--- src/cpu_pkg.sv ---
package cpu_pkg;

	typedef logic [63:0] addr_t;
	typedef logic [63:0] data_t;
	typedef logic [31:0] inst_t;
	typedef logic [4:0] reg_idx_t;
	typedef logic [1:0] resp_t;

	typedef enum logic [2:0] {
		alu_add,
		alu_sub,
		alu_and,
		alu_or,
		alu_xor,
		alu_pass_b // lui
	} alu_op_e;

	localparam logic [6:0] op_imm = 7'h13;
	localparam logic [6:0] op_reg = 7'h33;
	localparam logic [6:0] op_lui = 7'h37;
	localparam logic [6:0] op_trap = 7'h6b;

	typedef struct packed {
		logic valid;
		addr_t pc;
		inst_t inst;
	} fetch_t;

	typedef struct packed {
		alu_op_e alu_op;
		logic use_imm;
		logic wen;
		logic trap;
		reg_idx_t rs1;
		reg_idx_t rs2;
		reg_idx_t rd;
	} ctrl_t;

	typedef struct packed {
		logic valid;
		addr_t pc;
		inst_t inst;
		ctrl_t ctrl;
		data_t src_a;
		data_t src_b;
	} issue_t;

	typedef struct packed {
		logic valid;
		addr_t pc;
		inst_t inst;
		logic wen;
		reg_idx_t rdest;
		data_t wdata;
		logic trap;
	} commit_t;

endpackage

--- src/fetch_unit.sv ---
`timescale 1ns/100ps

module fetch_unit #(
	parameter cpu_pkg::addr_t reset_pc = 64'h8000_0000
) (
	input logic clock,
	input logic reset,
	output cpu_pkg::addr_t araddr,
	output logic arvalid,
	input logic arready,
	input cpu_pkg::inst_t rdata,
	input logic rvalid,
	output logic rready,
	input logic halt,
	output cpu_pkg::fetch_t fetch
);
	import cpu_pkg::*;

	typedef enum logic [1:0] {
		send_addr,
		wait_data,
		halted
	} fetch_state_e;

	fetch_state_e state;
	addr_t pc;
	logic running; // low until the first edge out of reset

	assign araddr = pc;
	// halt can only be high in the first send_addr cycle, so arvalid never drops early
	assign arvalid = running && (state == send_addr) && !halt;
	assign rready = (state != send_addr); // halted drains stray data

	always_ff @(posedge clock) begin
		if (reset) begin
			state <= send_addr;
			pc <= reset_pc;
			running <= 1'b0;
		end else begin
			running <= 1'b1;
			unique case (state)
				send_addr: begin
					if (halt) begin
						state <= halted;
					end else if (arvalid && arready) begin
						state <= wait_data;
					end
				end
				wait_data: begin
					if (rvalid) begin // rready is high here
						state <= send_addr;
						pc <= pc + 64'd4;
					end
				end
				default: begin
					state <= halted;
				end
			endcase
		end
	end

	always_ff @(posedge clock) begin
		fetch.pc <= pc;
		fetch.inst <= rdata; // rresp ignored
		if (reset) begin
			fetch.valid <= 1'b0;
		end else begin
			fetch.valid <= (state == wait_data) && rvalid;
		end
	end

endmodule

--- config.mk ---
export PLATFORM = sky130hd
export DESIGN_NAME = fetch_unit
export DESIGN_NICKNAME = d
export VERILOG_FILES = /design/src/cpu_pkg.sv /design/src/fetch_unit.sv
export SDC_FILE = /design/constraint.sdc
export NUM_CORES = 1
export LEC_CHECK = 0
export BUFFER_PORTS_ARGS = -buffer_cell sky130_fd_sc_hd__buf_2
export CAP_MARGIN = 20
export CELL_PAD_IN_SITES_DETAIL_PLACEMENT = 1
export CELL_PAD_IN_SITES_GLOBAL_PLACEMENT = 1
export CORE_MARGIN = 3
export CORE_UTILIZATION = 32
export CTS_CLUSTER_SIZE = 25
export DETAILED_ROUTE_END_ITERATION = 12
export PLACE_DENSITY = 0.87
export SLEW_MARGIN = 30
export SYNTH_ARGS = -nofsm -noshare
export SYNTH_HDL_FRONTEND = slang
export SYNTH_SLANG_ARGS = --single-unit
--- constraint.sdc ---
create_clock -name clock -period 2.66 [get_ports clock]
set_clock_uncertainty 0.15 [all_clocks]
set_input_delay 0.665 -clock clock [delete_from_list [all_inputs] [get_ports clock]]
set_output_delay 0.665 -clock clock [all_outputs]
set_load 0.03 [all_outputs]
* After elaboration in Yosys (flattened, before gate mapping) *
Cells that the tools add are included.

word-level totals
  logic and storage cells = 24
  flip-flop bits (word level) = 164
  bits of input ports = 37
  output and inout bits = 163

operators by class
  multiplexer cells = 5
  $add $sub $neg = 1
  equality and inequality tests = 3
  reduce and logical (&&, ||, !) cells = 9

operators with widths
  cell                                                                    number
  64-bit by 3-bit adder with 64-bit output (second input constant)        1
  2-bit 2-to-1 mux                                                        3
  1-bit logical AND                                                       4
  2-bit one-hot mux with 2 select lines                                   1
  2-bit AND reduction                                                     2
  3-bit by 2-bit != test with 1-bit output (second input constant)        1
  2-bit by 1-bit equality test with 1-bit output (second input constant)  1
  2-bit logical NOT                                                       1
  2-bit != test (second input constant)                                   1
  2-bit nonzero test                                                      1
  1-bit logical NOT                                                       1
  1-bit 2-to-1 mux                                                        1

* Longest topological paths before layout *
Gate-level depths: netlist of run 1.

  depth in word-level cells = 7
  depth in mapped cells = 8
  gate-level depth less buffers = 6

* Worst setup path before layout of run 1 *
OpenSTA, ideal clock, no wires.

  path type = register -> register
  start point = reg pc[14], in the netlist araddr[14]
  end point = reg pc[59], in the netlist araddr[59]
  slack = -214 ps
  data arrival time = 2,610 ps
  path buffers = 3
  setup time = 115 ps
  stages on the path, launching flop included = 9
  data required time = 2,395 ps
  period minus slack after synthesis = 2,874 ps
  cells stage by stage = dfxtp_1 -> nand4_2 -> or4_4 -> buf_6 -> or4_1 -> buf_2 -> buf_2 -> o21a_1 -> o21a_1

between the ends
  longest elaborated chain between the ends = 1

RTL lines
  item                                      line              RTL
  from (decl)                               fetch_unit.sv:26  addr_t pc;
  from (signal assigned)                    fetch_unit.sv:37  pc <= reset_pc;
  from (signal assigned)                    fetch_unit.sv:52  pc <= pc + 64'd4;
  64-bit by 3-bit adder with 64-bit output  fetch_unit.sv:52

No other way between the ends.
A chain may end at the register's enable or synchronous reset.

* Worst setup path in the final report of run 1 *
  start point = reg pc[15], in the netlist araddr[15]
  end point = reg pc[54], in the netlist araddr[54]

Same word-level chain as after synthesis.

==> metrics.txt, run 1 <==
placed inst area roughly 6400 um2; worst vdd ir between 0.0005 and 0.0006 V; top_reg_cell synth dfxtp_1; drt via density about 4.7; Post-synth ARST share 0; synth unique cells 35; Final Hold Vio Count 0; port bufs 195; CTS Hold Bufs 0; post-layout min period 2.54 ns; clock slew at reported path FFs 0.07 ns; top cells by area, synth dfxtp_1, xnor2_1, nor2_1; register area share after synthesis 0.649; Max Fclk between 0.3 and 0.4 GHz; Worst setup SP type flop; Leak about 0.0031 uW; Die ar. between 15000 and 20000 um2; max cap viols 0; grt ovf 0; first-pass GRT wire length roughly 22000 um; Post-Layout Cell Count between 900 and 1000; total CTS buffers 17; Post-DRT Antenna Nets 0; # clock sinks 160; final hold slack approximately 0.19 ns; CTS tree built; row count 44; Critical Path Fanout Max 24; CTS H-tree depth 4; mean post-synth cell area ~10 um2; GRT Total Usage 0.162; cell taking the most area after synthesis dfxtp_1; worst setup path class reg -> reg; maximum clock insertion buffer count 2; Initial Util 0.333; initial antenna violation count 0; later-pin clock latency in the skew report 0.42 ns; core area ~15000 um2; final WL roughly 14000 um; # DRC 0; Final Cycle Share 0.955; fin. max-slew vios 0; Yosys warnings 0; area of the mapped netlist ~4900 um2; Post-synth EDFFs 0; nets ~740; Finish-stage setup viols 0; largest net degree at the start of global routing 26; area grow syn2layout 42.8%; unrepaired setup endpoints after global routing true; DR pass1 iterations 5; post-DP HPWL between 10000 and 15000 um; Setup crit end kind flop; status finished, final reports clean; power density cells 746 nW/um2; DIE WIDTH ~130 um; register bit total from synthesis 160; Avg WL per Cell between 15 and 20 um; Die Y 130 um; r2r worst-path depth 5; Ports 200; CTS Root Cell clkbuf_16; placer congestion estimate 0.783; Hold Path Depth 1; vias in the first global route approximately 4300; cells after synthesis 470; Final TNS setup 0 ns; WP data arrival 2.74 ns; post-route cell area roughly 7000 um2; Hold Path Class in -> reg; area share of the largest cell type after synthesis 0.649; starting DRC count in detailed routing about 150; Layout fillers approximately 1700; antenna cell count 0; Inst Count DP slightly below 900; share of layout cells above drive strength 1 0.405; Vias around 4300; CP required approximately 2.9 ns
[logic make-up (layout without fill, tap and decap cells)]
family,after synthesis,count (layout),synth area share
AND/OR/NAND/NOR,180,180,0.193
flip-flops,160,160,0.649
AO/OA/AOI/OAI,55,55,0.0594
buffers and inverters,39,285,0.0348
XOR/XNOR,34,34,0.0604
adder cells (fa/ha/maj),1,1,0.00254
other,1,4,0.000760
[flip-flops by register name, indices dropped and copies added, names as in the netlist]
name / count
fetch: 95
araddr: 62
state: 2
running: 1
[routing by layer]
layer	GRT usage	share of wire	routed length (um)	up-vias
li1	-	-	-	2081
met1	0.188	0.42	5820	2056
met2	0.284	0.50	7010	128
met3	0.0434	0.060	839	19
met4	0.0648	0.018	253	0
met5	0	0	0	-
[stage by stage]
stage	total power, uW	util	setup WS [ns]
4_1_cts	5320	0.474	0.0582
6_report	5260	0.476	0.120
3_5_place_dp	2640	0.430	-0.144
5_1_grt	5440	0.476	-0.0380
3_3_place_gp	2630	0.430	-0.137
2_1_floorplan	2580	-	-0.0511
[placed cells by master, fill, tap and decap left out, types with 5 or more instances in the layout]
cell type	instances
nor3_1	14
buf_4	41
dfxtp_2	12
o21ai_0	21
or4_1	7
xnor2_1	26
inv_1	16
clkbuf_16	17
nand4_1	21
or4_4	5
nand3_1	12
nor4_1	11
xor2_1	8
or3_1	22
nor2_1	46
nand2_1	28
dfxtp_1	147
buf_2	195
a21oi_1	27
[critical path, cell delays in order (launching register included)]
cell and delay (ns):
dfxtp_2 0.38, nand4_2 0.13, or4_4 0.56, or4_4 0.64
or4_1 0.45, a21oi_1 0.15
[repair_timing]
item / in CTS / in global routing
endpoints found under the setup margin: 0 / 10
buffers inserted: 0 / 1
gates resized for setup: 0 / 5
hold endpoints to repair: 0 / 0
[Yosys cell counts, types with 2 or more instances]
master / number
clkbuf_1: 15
nand2_1: 28
inv_1: 16
nor4_1: 11
xor2_1: 8
nand4_1: 21
or4_4: 2
buf_4: 4
or4_1: 10
and3_1: 2
o21ai_0: 21
or2_2: 3
xnor2_1: 26
or3_1: 22
nand3_1: 12
o31ai_1: 4
and4_1: 2
nor2_1: 46
buf_2: 2
o21a_1: 2
nor3_1: 14
dfxtp_1: 160
a21oi_1: 27
[power by group]
part,switching [uW],internal (uW),leakage [uW]
Clock,1040,1640,0.000324
Combinational,105,44.6,0.00149
Sequential,8.32,2420,0.00131
[path summary, 6_finish.rpt]
| kind | slack, ns | end | from |
|---|---|---|---|
| setup / recovery | 0.12 | araddr[54]$_SDFFE_PP0P_ | araddr[15]$_SDFFE_PP0P_ |
| hold / removal | 0.19 | fetch[15]$_DFF_P_ | rdata[15] |
| setup reg to reg | 0.12 | araddr[54]$_SDFFE_PP0P_ | araddr[15]$_SDFFE_PP0P_ |
| hold reg to reg | 0.24 | fetch[56]$_DFF_P_ | araddr[24]$_SDFFE_PP0P_ |
[layout make-up]
class,instances,area (um2),area share
Multi-Input combinational cell,274,1580,0.224
Clock inverter,14,218,0.0309
Clock buffer,18,439,0.0623
Timing Repair Buffer,237,1290,0.184
Inverter,16,60.1,0.00853
Tap cell,184,230,0.0327
Sequential cell,160,3220,0.457
(Power assumes the default switching activity.)
==> inputs of run 2 (changes only) <==
- ABC_CLOCK_PERIOD_IN_PS: default -> 2200
- clock period: 2.66 -> 2.2 ns (I/O delays scaled with it)
==> run 2 against run 1 <==
  * Wire length rose by 16%
  * Critical path depth increased by 1
  * Setup slack worse by 0.44 ns
  * Clock power rose by 4%
  * The run now ends with setup timing left
  * Critical endpoint is now araddr[44]$_SDFFE_PP0P_
  * Global-route usage up 2.4 points
  * Die area did not move
  * Via count increased by 8.9%
==> metrics.txt, run 2 (synthesis gave the netlist of run 1 again) <==
status finished with violations; failing checks setup timing; final WL 16100 um; largest net degree at the start of global routing 34; fin. max-slew vios 0; initial antenna violation count 0; placed inst area roughly 6700 um2; area grow syn2layout 59.5%; unrepaired setup endpoints after global routing true; vias in the first global route about 4700; Worst setup SP type flop; max cap viols 0; GRT Total Usage 0.186; starting DRC count in detailed routing 182; Reg-to-Reg End araddr[44]$_SDFFE_PP0P_; CTS Root Cell clkbuf_16; Post-DRT Antenna Nets 0; Vias 4665; CTS H-tree depth 4; DR pass1 iterations 4; CTS Hold Bufs 0; grt ovf 0; first-pass GRT wire length roughly 24000 um; r2r worst-path depth 6; # clock sinks 160; crit path from araddr[28]$_SDFFE_PP0P_; later-pin clock latency in the skew report approximately 0.43 ns; # DRC 0; antenna cell count 0; Final Cycle Share 1.14; Max Fclk a little under 0.4 GHz; CP required approximately 2.4 ns; power density cells between 700 and 800 nW/um2; WP data arrival 2.73 ns; core area around 15000 um2; final setup margin -0.315 ns; row count 44; Hold Path Class in -> reg; Die ar. between 15000 and 20000 um2; total chip power 5940 uW; setup slack, reg-to-reg -0.32 ns; Die Y roughly 130 um; drt via density between 4 and 5; DIE WIDTH around 130 um; commonest non-fill, non-tap cells in the layout buf_2, dfxtp_1, buf_4, nor2_1, nand2_1; CTS tree built; Largest register FFs 95; reg2reg start araddr[28]$_SDFFE_PP0P_; Finish-stage setup viols 28; Ports 200; port bufs approximately 200; nets between 800 and 900; commonest non-fill, non-tap cell in the layout buf_2; post-route cell area 7870 um2; Avg WL per Cell ~17 um; post-DP HPWL around 11000 um; share of layout cells above drive strength 1 0.538; worst vdd ir approximately 0.00052 V; Setup crit end kind flop; Critical Path Fanout Max 6; final hold slack roughly 0.063 ns; Initial Util 0.333; worst setup path endpoint araddr[44]$_SDFFE_PP0P_; worst setup path class reg -> reg; Final Hold Vio Count 0; placer congestion estimate 0.744; post-layout min period roughly 2.5 ns; maximum clock insertion buffer count 2; Leak about 0.0036 uW; clock slew at reported path FFs roughly 0.070 ns; Reg with most FFs fetch; total CTS buffers 17
-- run 2: layout make-up --
cell class,count,area [um2]
clock buffers,20,468
clock inverters,12,96.3
fillers,1681,6940
inverters,16,60.1
multi-input cells,277,1940
flip-flops and latches,160,3270
well taps,184,230
repair buffers,297,1800
-- run 2: report_power, final --
group	leakage (uW)	switching [uW]	internal [uW]
logic	0.00195	140	73.6
registers	0.00132	9.05	2920
clock network	0.000280	1240	1560
-- run 2: how the worst min path moves through the flow --
stage          depth (start not counted)               startpoint  slack (ns)                end
2_1_floorplan                          0  araddr[24]$_SDFFE_PP0P_        0.29  fetch[56]$_DFF_P_
3_3_place_gp                           0  araddr[63]$_SDFFE_PP0P_        0.24  fetch[95]$_DFF_P_
3_5_place_dp                           0  araddr[63]$_SDFFE_PP0P_        0.24  fetch[95]$_DFF_P_
4_1_cts                                1                 rdata[5]        0.05   fetch[5]$_DFF_P_
5_1_grt                                1                rdata[13]        0.04  fetch[13]$_DFF_P_
6_report                               1                rdata[13]        0.06  fetch[13]$_DFF_P_
-- run 2: critical path, cell delays in order (launching register included) --
cell and delay [ns]:
dfxtp_2 0.33, nand4_1 0.21, or4_4 0.58, buf_12 0.15, or4_4 0.47, or3_1 0.37, a21oi_2 0.17
-- run 2: per-stage QoR --
stage	cells	setup TNS [ns]	utilization	setup WS [ns]
finish	966	-5.89	0.531	-0.315
global route	966	-7.65	0.531	-0.360
CTS	965	-5.76	0.512	-0.270
detailed placement	908	-11.37	0.454	-0.596
global placement	908	-9.06	0.454	-0.525
floorplan	473	-7.21	-	-0.390
-- run 2: what timing repair did --
action	4_1_cts	5_1_grt
cloned	4	0
setup buffers	21	4
setup endpoints to repair	28	41
gates resized for setup	25	54
pin swaps	24	12
-- run 2: layer usage --
| layer | part of all wire | track usage | routed length (um) | up-vias |
|---|---|---|---|---|
| met1 | 0.40 | 0.210 | 6390 | 2272 |
| met4 | 0.017 | 0.0795 | 267 | 0 |
| met2 | 0.52 | 0.329 | 8340 | 151 |
| li1 | - | - | - | 2217 |
| met3 | 0.067 | 0.0520 | 1090 | 25 |
| met5 | 0 | 0 | 0 | - |
