`config.mk`:
```
export PLATFORM = sky130hd
export DESIGN_NAME = execute_stage
export DESIGN_NICKNAME = d
export VERILOG_FILES = /design/src/cpu_pkg.sv /design/src/execute_stage.sv
export SDC_FILE = /design/constraint.sdc
export NUM_CORES = 1
export LEC_CHECK = 0
export BUFFER_PORTS_ARGS = -buffer_cell sky130_fd_sc_hd__buf_2
export CORE_UTILIZATION = 35
export DETAILED_ROUTE_END_ITERATION = 8
export HOLD_SLACK_MARGIN = 0.02
export PLACE_DENSITY_LB_ADDON = 0.25
export SETUP_SLACK_MARGIN = 0.4
export SLEW_MARGIN = 20
export SYNTH_ARGS = -nofsm -noshare
export SYNTH_HDL_FRONTEND = slang
export SYNTH_SLANG_ARGS = --single-unit
```
`constraint.sdc`:
```
create_clock -name clock -period 4 [get_ports clock]
set_input_delay 0 -clock clock [delete_from_list [all_inputs] [get_ports clock]]
set_output_delay 0 -clock clock [all_outputs]
set_load 0.01 [all_outputs]
```
`src/cpu_pkg.sv`:
```
package cpu_pkg;

	typedef logic [63:0] addr_t;
	typedef logic [63:0] data_t;
	typedef logic [31:0] inst_t;
	typedef logic [4:0] reg_idx_t;
	typedef logic [1:0] resp_t;

	typedef enum logic [2:0] {
		alu_add,
		alu_sub,
		alu_and,
		alu_or,
		alu_xor,
		alu_pass_b // lui
	} alu_op_e;

	localparam logic [6:0] op_imm = 7'h13;
	localparam logic [6:0] op_reg = 7'h33;
	localparam logic [6:0] op_lui = 7'h37;
	localparam logic [6:0] op_trap = 7'h6b;

	typedef struct packed {
		logic valid;
		addr_t pc;
		inst_t inst;
	} fetch_t;

	typedef struct packed {
		alu_op_e alu_op;
		logic use_imm;
		logic wen;
		logic trap;
		reg_idx_t rs1;
		reg_idx_t rs2;
		reg_idx_t rd;
	} ctrl_t;

	typedef struct packed {
		logic valid;
		addr_t pc;
		inst_t inst;
		ctrl_t ctrl;
		data_t src_a;
		data_t src_b;
	} issue_t;

	typedef struct packed {
		logic valid;
		addr_t pc;
		inst_t inst;
		logic wen;
		reg_idx_t rdest;
		data_t wdata;
		logic trap;
	} commit_t;

endpackage

```
`src/execute_stage.sv`:
```
`timescale 1ns/100ps

module execute_stage (
	input logic clock,
	input logic reset,
	input cpu_pkg::issue_t issue,
	output cpu_pkg::reg_idx_t ex_rd,
	output logic ex_wen,
	output cpu_pkg::data_t ex_result,
	output cpu_pkg::commit_t commit
);
	import cpu_pkg::*;

	data_t result;

	always_comb begin
		unique case (issue.ctrl.alu_op)
			alu_sub: result = issue.src_a - issue.src_b;
			alu_and: result = issue.src_a & issue.src_b;
			alu_or: result = issue.src_a | issue.src_b;
			alu_xor: result = issue.src_a ^ issue.src_b;
			alu_pass_b: result = issue.src_b;
			default: result = issue.src_a + issue.src_b;
		endcase
	end

	// bypass path back to decode
	assign ex_rd = issue.ctrl.rd;
	assign ex_wen = issue.valid && issue.ctrl.wen;
	assign ex_result = result;

	always_ff @(posedge clock) begin
		commit.pc <= issue.pc;
		commit.inst <= issue.inst;
		commit.wen <= issue.ctrl.wen;
		commit.rdest <= issue.ctrl.rd;
		commit.wdata <= issue.ctrl.trap ? issue.src_a : result; // trap reports a0
		commit.trap <= issue.ctrl.trap;
		if (reset) begin
			commit.valid <= 1'b0;
		end else begin
			commit.valid <= issue.valid;
		end
	end

endmodule

```
---- After elaboration in Yosys (flattened, before gate mapping) ----
Cells that the tools add are included.
word-level totals
  output and inout port bits .............. 238
  register bits ........................... 168
  bits of input ports ..................... 248
cells by class
  reduce and logical (&&, ||, !) cells .... 1
  muxes and demuxes ....................... 2
  equality and inequality tests ........... 5
  add/subtract/negate cells ............... 2
  bitwise logic cells ..................... 3
operators by type and width
  kind                number
  $pmux 64 s5         1
  $add 64x64->64      1
  $and 64x64->64      1
  $mux 64             1
  $or 64x64->64       1
  $sub 64x64->64      1
  $xor 64x64->64      1
  $eq 3x2->1 const B  2
  $eq 3x3->1 const B  2
  $eq 3x1->1 const B  1
  $logic_and 1x1->1   1

---- Longest topological paths before layout ----
Gate-level depths: netlist of the first run.
  depth after elaboration ................. 3
  mapped depth ............................ 21

---- Worst setup path after synthesis of the first run ----
No wires, ideal clock.
  path type ............................... input -> output
  start ................................... input port issue[5] in the netlist's numbering
  end ..................................... output port ex_result[63]
  slack ................................... -150 ps
  cell stages on the path ................. 18
  buffers on the path ..................... 0
  arrival ................................. 4150 ps
  data required time ...................... 4000 ps
  path through ............................ or3_1 > nor3_2 > nand4_1 > nor3_1 > and4_1 > nand3_1 > nor2_2 > a41oi_1 > xnor2_1 > ha_1 > a21o_1 > a21o_1 > a211oi_1 > nand2_1 > a311o_1 > and3_1 > or4_1 > nand3_1
between the ends
  cells in the longest elaborated chain, start to end .. 2
  elaborated cells between the ends (all ways) .. 3
ends and longest elaborated chain
  element                                           line                                      RTL
  start: declaration                                execute_stage.sv:6                        input cpu_pkg::issue_t issue,
  $add 64x64->64 or $sub 64x64->64 (tied branches)  execute_stage.sv:23, execute_stage.sv:18
  $pmux 64 s5 (*)                                   execute_stage.sv:17                       unique case (issue.ctrl.alu_op)
  end: declaration                                  execute_stage.sv:9                        output cpu_pkg::data_t ex_result,
Mark *: on every way between the ends. The rest lies on a longest branch, timed or not.

---- Worst setup path after layout of the first run ----
  start ................................... input port issue[5] in the netlist's numbering
  end ..................................... output port ex_result[53]
The elaborated chain is that of the path after synthesis.

==> results.json, run 1 <==
{
  "status": "finished with violations",
  "violations": "setup timing",
  "core_area_um2": 40100,
  "synth_common_cells": "ha_1 (192), a21oi_1 (171), dfxtp_1 (168)",
  "synth-edff-count": 0,
  "postSynthAreaPerCell_um2": 7.87,
  "clock_sinks": 168,
  "hold_viol": 0,
  "netlist.top_cell.by_area": "dfxtp_1",
  "vias": 17500,
  "post-route-cell-area_um2": 23900,
  "cts_tree": "yes",
  "synth_ff_type": "dfxtp_1",
  "swShare_pct": 39.2,
  "largest_register_ffs": 168,
  "fin_nets": 3205,
  "path_clk_slew_ns": 0.07,
  "worstPathMaxFanout": 4,
  "synth_area_leaders": "dfxtp_1 (23%), ha_1 (17%), a21oi_1 (6.0%)",
  "slew_headroom_pct": 41.9,
  "drv_slew": 0,
  "dpl-instance-area_um2": 19600,
  "intPower_uw": 4430,
  "drt_pass1_iterations": 6,
  "crit_path_cell_trace": "buf_6 > or3_4 > nor3_4 > nand4_1 > nor3_2 > buf_4 > and4_4 > buf_6 > buf_6 > a41oi_2 > xnor2_1 > ha_1 > a21oi_2 > buf_4 > o211ai_1 > a21oi_1 > a21bo_2 > o211a_4 > or3_1 > a31o_2 > buf_6 > buf_6",
  "postRouteWirelength_mm": 66.5,
  "critPathKind": "in -> out",
  "worst_slack_ns": -0.264,
  "top_regs": "commit (168)",
  "setup_viol": 18,
  "period_share_pct": 107,
  "synth_warnings": 0,
  "worst_pin_slew_ns": 0.872,
  "dieArea_um2": 41800,
  "h-tree-depth": 4,
  "critPathRequiredTime_ns": 4.00,
  "drv_cap": 0,
  "grt_max_degree": 160,
  "grt_pass1_vias": 17300,
  "p_clk_share_pct": 24.0,
  "end_kind": "output port",
  "hold_class": "in -> reg",
  "syn_inst": 1822,
  "powerDensity_nw_per_um2": 305,
  "drive_above_1_share_pct": 42.3,
  "place.gp.congestion": 0.951,
  "rsz0062_at_grt": "true",
  "grt.overflow.total": 0,
  "grt_antenna_before_repair": 12,
  "critPathLaunchType": "input port",
  "total_power_uw": 7290,
  "leakagePower_uw": 0.0117,
  "cts_made_buffers": 17,
  "met1_usage_pct": 36.6,
  "dp.cells": 3038,
  "ys_seq_area_share_pct": 23.5,
  "ys_ff_latch": 168,
  "worstPathArrival_ns": 4.26,
  "async_flop_share_pct": 0,
  "io_pins": 486,
  "grt-busiest-layer": "met2",
  "clock-root-buffer": "clkbuf_16",
  "seqPwrFrac_pct": 25.7,
  "via_per_inst": 5.28,
  "fp.dieH_um": 204,
  "grt_util_met2_pct": 53.6,
  "largest-register": "commit",
  "crit_end": "ex_result[53]",
  "die_w_um": 204,
  "crit_path_start": "issue[5]",
  "drc": 0,
  "io_buffer_count": 474,
  "hpwl_mm": 51.3,
  "area_delta_synth_final_pct": 66.7,
  "postRouteAntennaNets": 0,
  "grt.met3_usage_pct": 4.82,
  "fillers": 3594,
  "cp_common_cell": "buf_6",
  "yosysUniqueCellTypes": 79,
  "drtIter0Drc": 913,
  "post-route-min-period_ns": 4.26,
  "rows": 73,
  "p_sw_uw": 2860,
  "clockBufferDepth": 2,
  "fmax_ghz": 0.235,
  "pre_cts_ws_ns": -0.551,
  "grt_pass1_wl_mm": 98.7,
  "fin_cells": 3314,
  "initial_core_util_pct": 35.8,
  "grtUsageTotal_pct": 30.8,
  "syn_nets": 2263,
  "synth.most_common_cell": "ha_1",
  "synth_top_area_share_pct": 23.5,
  "netlist_area_um2": 14300,
  "cp_slowest_cell": "or3_4",
  "slowest_delay_ns": 0.43,
  "ir_drop_v": 0.000314,
  "avgRoutedWirePerCell_um": 20.1,
  "pwr-share-comb_pct": 50.3
}
==> layout make-up <==
type                            instances  area, um^2  area share, %
Multi-Input combinational cell       1397       11400           47.7
Inverter                              152         572           2.39
Clock inverter                         15         191          0.801
Antenna cell                           12        30.0          0.126
Tap cell                              525         657           2.75
Sequential cell                       168        3360           14.1
Clock buffer                           17         425           1.78
Timing Repair Buffer                 1028        7260           30.4
==> power groups by stage <==
stage	clock network (uW)	logic, uW	registers (uW)
finish	1750	3660	1870
global route	1850	3940	1890
CTS	1780	3400	1870
detailed placement	0	2980	1910
global placement	0	2940	1910
floorplan	0	1480	1990
==> cell families after synthesis <==
group	count (synthesis)	share of synthesized area, %
compound gates	519	23.0
xor+xnor	104	6.35
fa+ha+maj	193	16.9
buf+inv	257	7.03
flops	168	23.5
mux	105	7.69
simple gates	476	15.5
==> worst max-delay path: cells and delay by family <==
kind / cells / cell delay, ns
adders and majority gates: 1 / 0.37
buffers and inverters: 7 / 0.82
AOI/OAI and AO/OA: 7 / 1.36
xor gates and xnor gates: 1 / 0.16
and+or+nand+nor: 6 / 1.53
==> routing by layer <==
layer	up-vias	wire (um)
li1	8382	-
met1	8331	27600
met2	637	32700
met3	145	3390
met4	4	2830
met5	-	23
==> cells in the final DEF (no fill, tap or decap), drive strengths merged, types with 6 or more instances in the layout <==
cell / n
a41oi: 8
and2: 12
nor2: 156
mux2: 41
o31ai: 12
nand4: 33
o21a: 11
clkinv: 8
o21ai: 107
clkbuf: 17
and4: 6
or3: 16
a21oi: 174
a31oi: 20
xor2: 25
nor3: 30
diode: 12
a211oi: 19
inv: 159
a21o: 38
ha: 192
o211ai: 34
nor4: 9
dfxtp: 168
o221ai: 25
nor2b: 7
mux2i: 64
o21bai: 11
nand3: 34
dlygate4sd3: 168
o22ai: 11
nand2: 136
and3: 11
xnor2: 79
buf: 860
==> worst min-delay path by stage <==
stage          startpoint                  end  slack, ns  cells after the start
3_3_place_gp   issue[172]   commit[94]$_DFF_P_       0.10                      1
6_report        issue[38]   commit[39]$_DFF_P_       0.06                      5
5_1_grt        issue[143]    commit[0]$_DFF_P_        0.1                      2
4_1_cts         issue[59]   commit[60]$_DFF_P_       0.02                      5
2_1_floorplan  issue[143]    commit[0]$_DFF_P_       0.03                      0
3_5_place_dp   issue[216]  commit[138]$_DFF_P_       0.10                      1
==> through the flow <==
| step | TNS (ns) | util (%) | hold slack [ns] |
|---|---|---|---|
| after detailed placement | -17.24 | 49.0 | 0.104 |
| final | -2.17 | 59.6 | 0.0610 |
| after global routing | -6.24 | 59.6 | 0.0973 |
| after CTS | -1.61 | 57.4 | 0.0236 |
| after floorplan | 0 | - | 0.0277 |
| after global placement | -13.40 | 49.0 | 0.103 |
==> repair_timing <==
| action | in CTS | in global routing |
|---|---|---|
| gates resized for setup | 185 | 151 |
| hold buffers | 168 | 0 |
| setup buffers | 39 | 25 |
| pin swaps | 94 | 85 |
| setup endpoints to repair | 76 | 80 |
| hold endpoints to repair | 167 | 0 |
| cloned | 0 | 0 |
(Power assumes the default switching activity.)
==> inputs of run 2 (changes only) <==
--- a/config.mk
+++ b/config.mk
@@ -8,8 +8,8 @@
 export BUFFER_PORTS_ARGS = -buffer_cell sky130_fd_sc_hd__buf_2
 export CORE_UTILIZATION = 35
 export DETAILED_ROUTE_END_ITERATION = 8
+export GPL_ROUTABILITY_DRIVEN = 0
 export HOLD_SLACK_MARGIN = 0.02
-export PLACE_DENSITY_LB_ADDON = 0.25
 export SETUP_SLACK_MARGIN = 0.4
 export SLEW_MARGIN = 20
 export SYNTH_ARGS = -nofsm -noshare
==> run 2 against run 1 <==
  * The run still ends with setup timing left
  * Fmax decreased by 0.47%
  * Sequential cell count did not move
  * Wire length rose by 3.6%
  * Sequential share of layout area down 0.65 points
  * Clock power is essentially flat
  * Combinational power rose by 11%
  * Largest power group unchanged
==> results.json, run 2 (synthesis results as in run 1) <==
{
  "grtUsageTotal_pct": 31.1,
  "grt-busiest-layer": "met2",
  "grt_antenna_before_repair": 11,
  "final_core_util_pct": 62.5,
  "met1_usage_pct": 34.5,
  "drtIter0Drc": 1208,
  "critPathKind": "in -> out",
  "clockBufferDepth": 2,
  "die_w_um": 204,
  "cp_top_family": "simple AND/OR/NAND/NOR gates",
  "drv_cap": 0,
  "swShare_pct": 38.8,
  "worstPathArrival_ns": 4.28,
  "drc": 0,
  "grt_pass1_wl_mm": 99.6,
  "intPower_uw": 4680,
  "p_sw_uw": 2970,
  "drv_slew": 0,
  "setup_viol": 22,
  "postRouteAntennaNets": 0,
  "cp_slowest_cell": "or3_4",
  "hpwl_mm": 50.0,
  "layout_common_cells": "buf_2 (440), buf_4 (348), ha_1 (176)",
  "via_per_inst": 5.41,
  "cts_made_buffers": 17,
  "seqPwrFrac_pct": 24.5,
  "fmax_ghz": 0.233,
  "h-tree-depth": 4,
  "avgRoutedWirePerCell_um": 20.6,
  "violations": "setup timing",
  "path_buf_inv": 8,
  "slew_headroom_pct": 32.7,
  "drt_pass1_iterations": 7,
  "postRouteWirelength_mm": 68.9,
  "powerDensity_nw_per_um2": 305,
  "worst_slack_ns": -0.284,
  "cts_tree": "yes",
  "hold_start": "issue[49]",
  "end_kind": "output port",
  "pwr-share-comb_pct": 53.0,
  "period_share_pct": 107,
  "rsz0062_at_grt": "true",
  "p_clk_share_pct": 22.5,
  "largest_register_ffs": 168,
  "leakagePower_uw": 0.0121,
  "path_clk_slew_ns": 0.07,
  "crit_path_start": "issue[5]",
  "initial_core_util_pct": 35.8,
  "worstPathMaxFanout": 5,
  "fin_nets": 3235,
  "grt_util_met2_pct": 55.2,
  "rows": 73,
  "drive_above_1_share_pct": 46.2,
  "fp.dieH_um": 204,
  "area_delta_synth_final_pct": 74.7,
  "dieArea_um2": 41800,
  "total_power_uw": 7650,
  "post-route-min-period_ns": 4.28,
  "core_area_um2": 40100,
  "crit_path_cell_trace": "buf_6 > or3_4 > nor3_4 > buf_6 > nand4_1 > nor3_2 > buf_4 > a31oi_4 > xnor2_2 > ha_4 > buf_6 > nand4_1 > nor3_2 > a21oi_1 > o211ai_1 > o211ai_1 > buf_4 > buf_4 > a21oi_2 > a211o_1 > and3_4 > nor3_2 > buf_4 > buf_6",
  "io_pins": 486,
  "critPathLaunchType": "input port",
  "top_regs": "commit (168)",
  "largest-register": "commit",
  "status": "finished with violations",
  "grt.overflow.total": 0,
  "fillers": 3237,
  "fin_cells": 3340,
  "ir_drop_v": 0.000324,
  "vias": 18100,
  "clock_sinks": 168,
  "layout_commonest_cell": "buf_2",
  "slowest_delay_ns": 0.44,
  "grt.met3_usage_pct": 5.80,
  "worst_pin_slew_ns": 1.01,
  "grt_pass1_vias": 17800,
  "io_buffer_count": 474,
  "critPathRequiredTime_ns": 4.00,
  "grt_max_degree": 160,
  "clock-root-buffer": "clkbuf_16",
  "hold_class": "in -> reg",
  "hold_viol": 0,
  "dp.cells": 3026
}
[run 2: cell types whose count changed in the layout (fill, tap and decap cells not counted), sizes merged]
cell / before / now
clkinv: 8 / 5
bufinv: 0 / 1
clkinvlp: 0 / 2
buf: 860 / 890
diode: 12 / 8
[run 2: final cells by class]
class	count	area [um^2]	area share, %
Multi-Input combinational cell	1397	12200	48.5
Timing Repair Buffer	1058	7680	30.7
Sequential cell	168	3360	13.4
Tap cell	525	657	2.62
Inverter	152	572	2.28
Clock buffer	17	425	1.70
Clock inverter	15	178	0.709
Antenna cell	8	20.0	0.0799
[run 2: layer usage]
metal | part of all wire [%] | routed length [um]
met4 | 5.4 | 3710
met2 | 50 | 34400
met5 | 0.019 | 13
met1 | 38 | 26200
met3 | 6.7 | 4610
[run 2: power groups by stage]
stage | clock, uW | sequential [uW] | combinational (uW)
2_1_floorplan | 0 | 1990 | 1480
3_3_place_gp | 0 | 1910 | 2900
3_5_place_dp | 0 | 1910 | 2950
4_1_cts | 1770 | 1870 | 3620
5_1_grt | 1830 | 1890 | 4310
6_report | 1720 | 1870 | 4050
[run 2: stage by stage]
| step | hold WS (ns) | setup slack [ns] | area [um^2] | TNS [ns] |
|---|---|---|---|---|
| 2_1_floorplan | 0.0277 | 0.135 | 14600 | 0 |
| 3_3_place_gp | 0.102 | -0.290 | 19500 | -9.50 |
| 3_5_place_dp | 0.104 | -0.350 | 19500 | -11.79 |
| 4_1_cts | 0.0355 | -0.104 | 23800 | -0.450 |
| 5_1_grt | 0.108 | -0.393 | 25100 | -6.29 |
| 6_report | 0.0752 | -0.284 | 25100 | -2.30 |
[run 2: worst paths after layout]
path	to	slack, ns	cells after the start
max	ex_result[54]	-0.28	24
min	commit[50]$_DFF_P_	0.08	6
[run 2: timing repair]
item                       CTS  global route
pin swaps                  168           148
buffers inserted            54            52
hold buffers               168             0
resized for setup          344           185
hold endpoints to repair   167             0
setup endpoints to repair   77            87
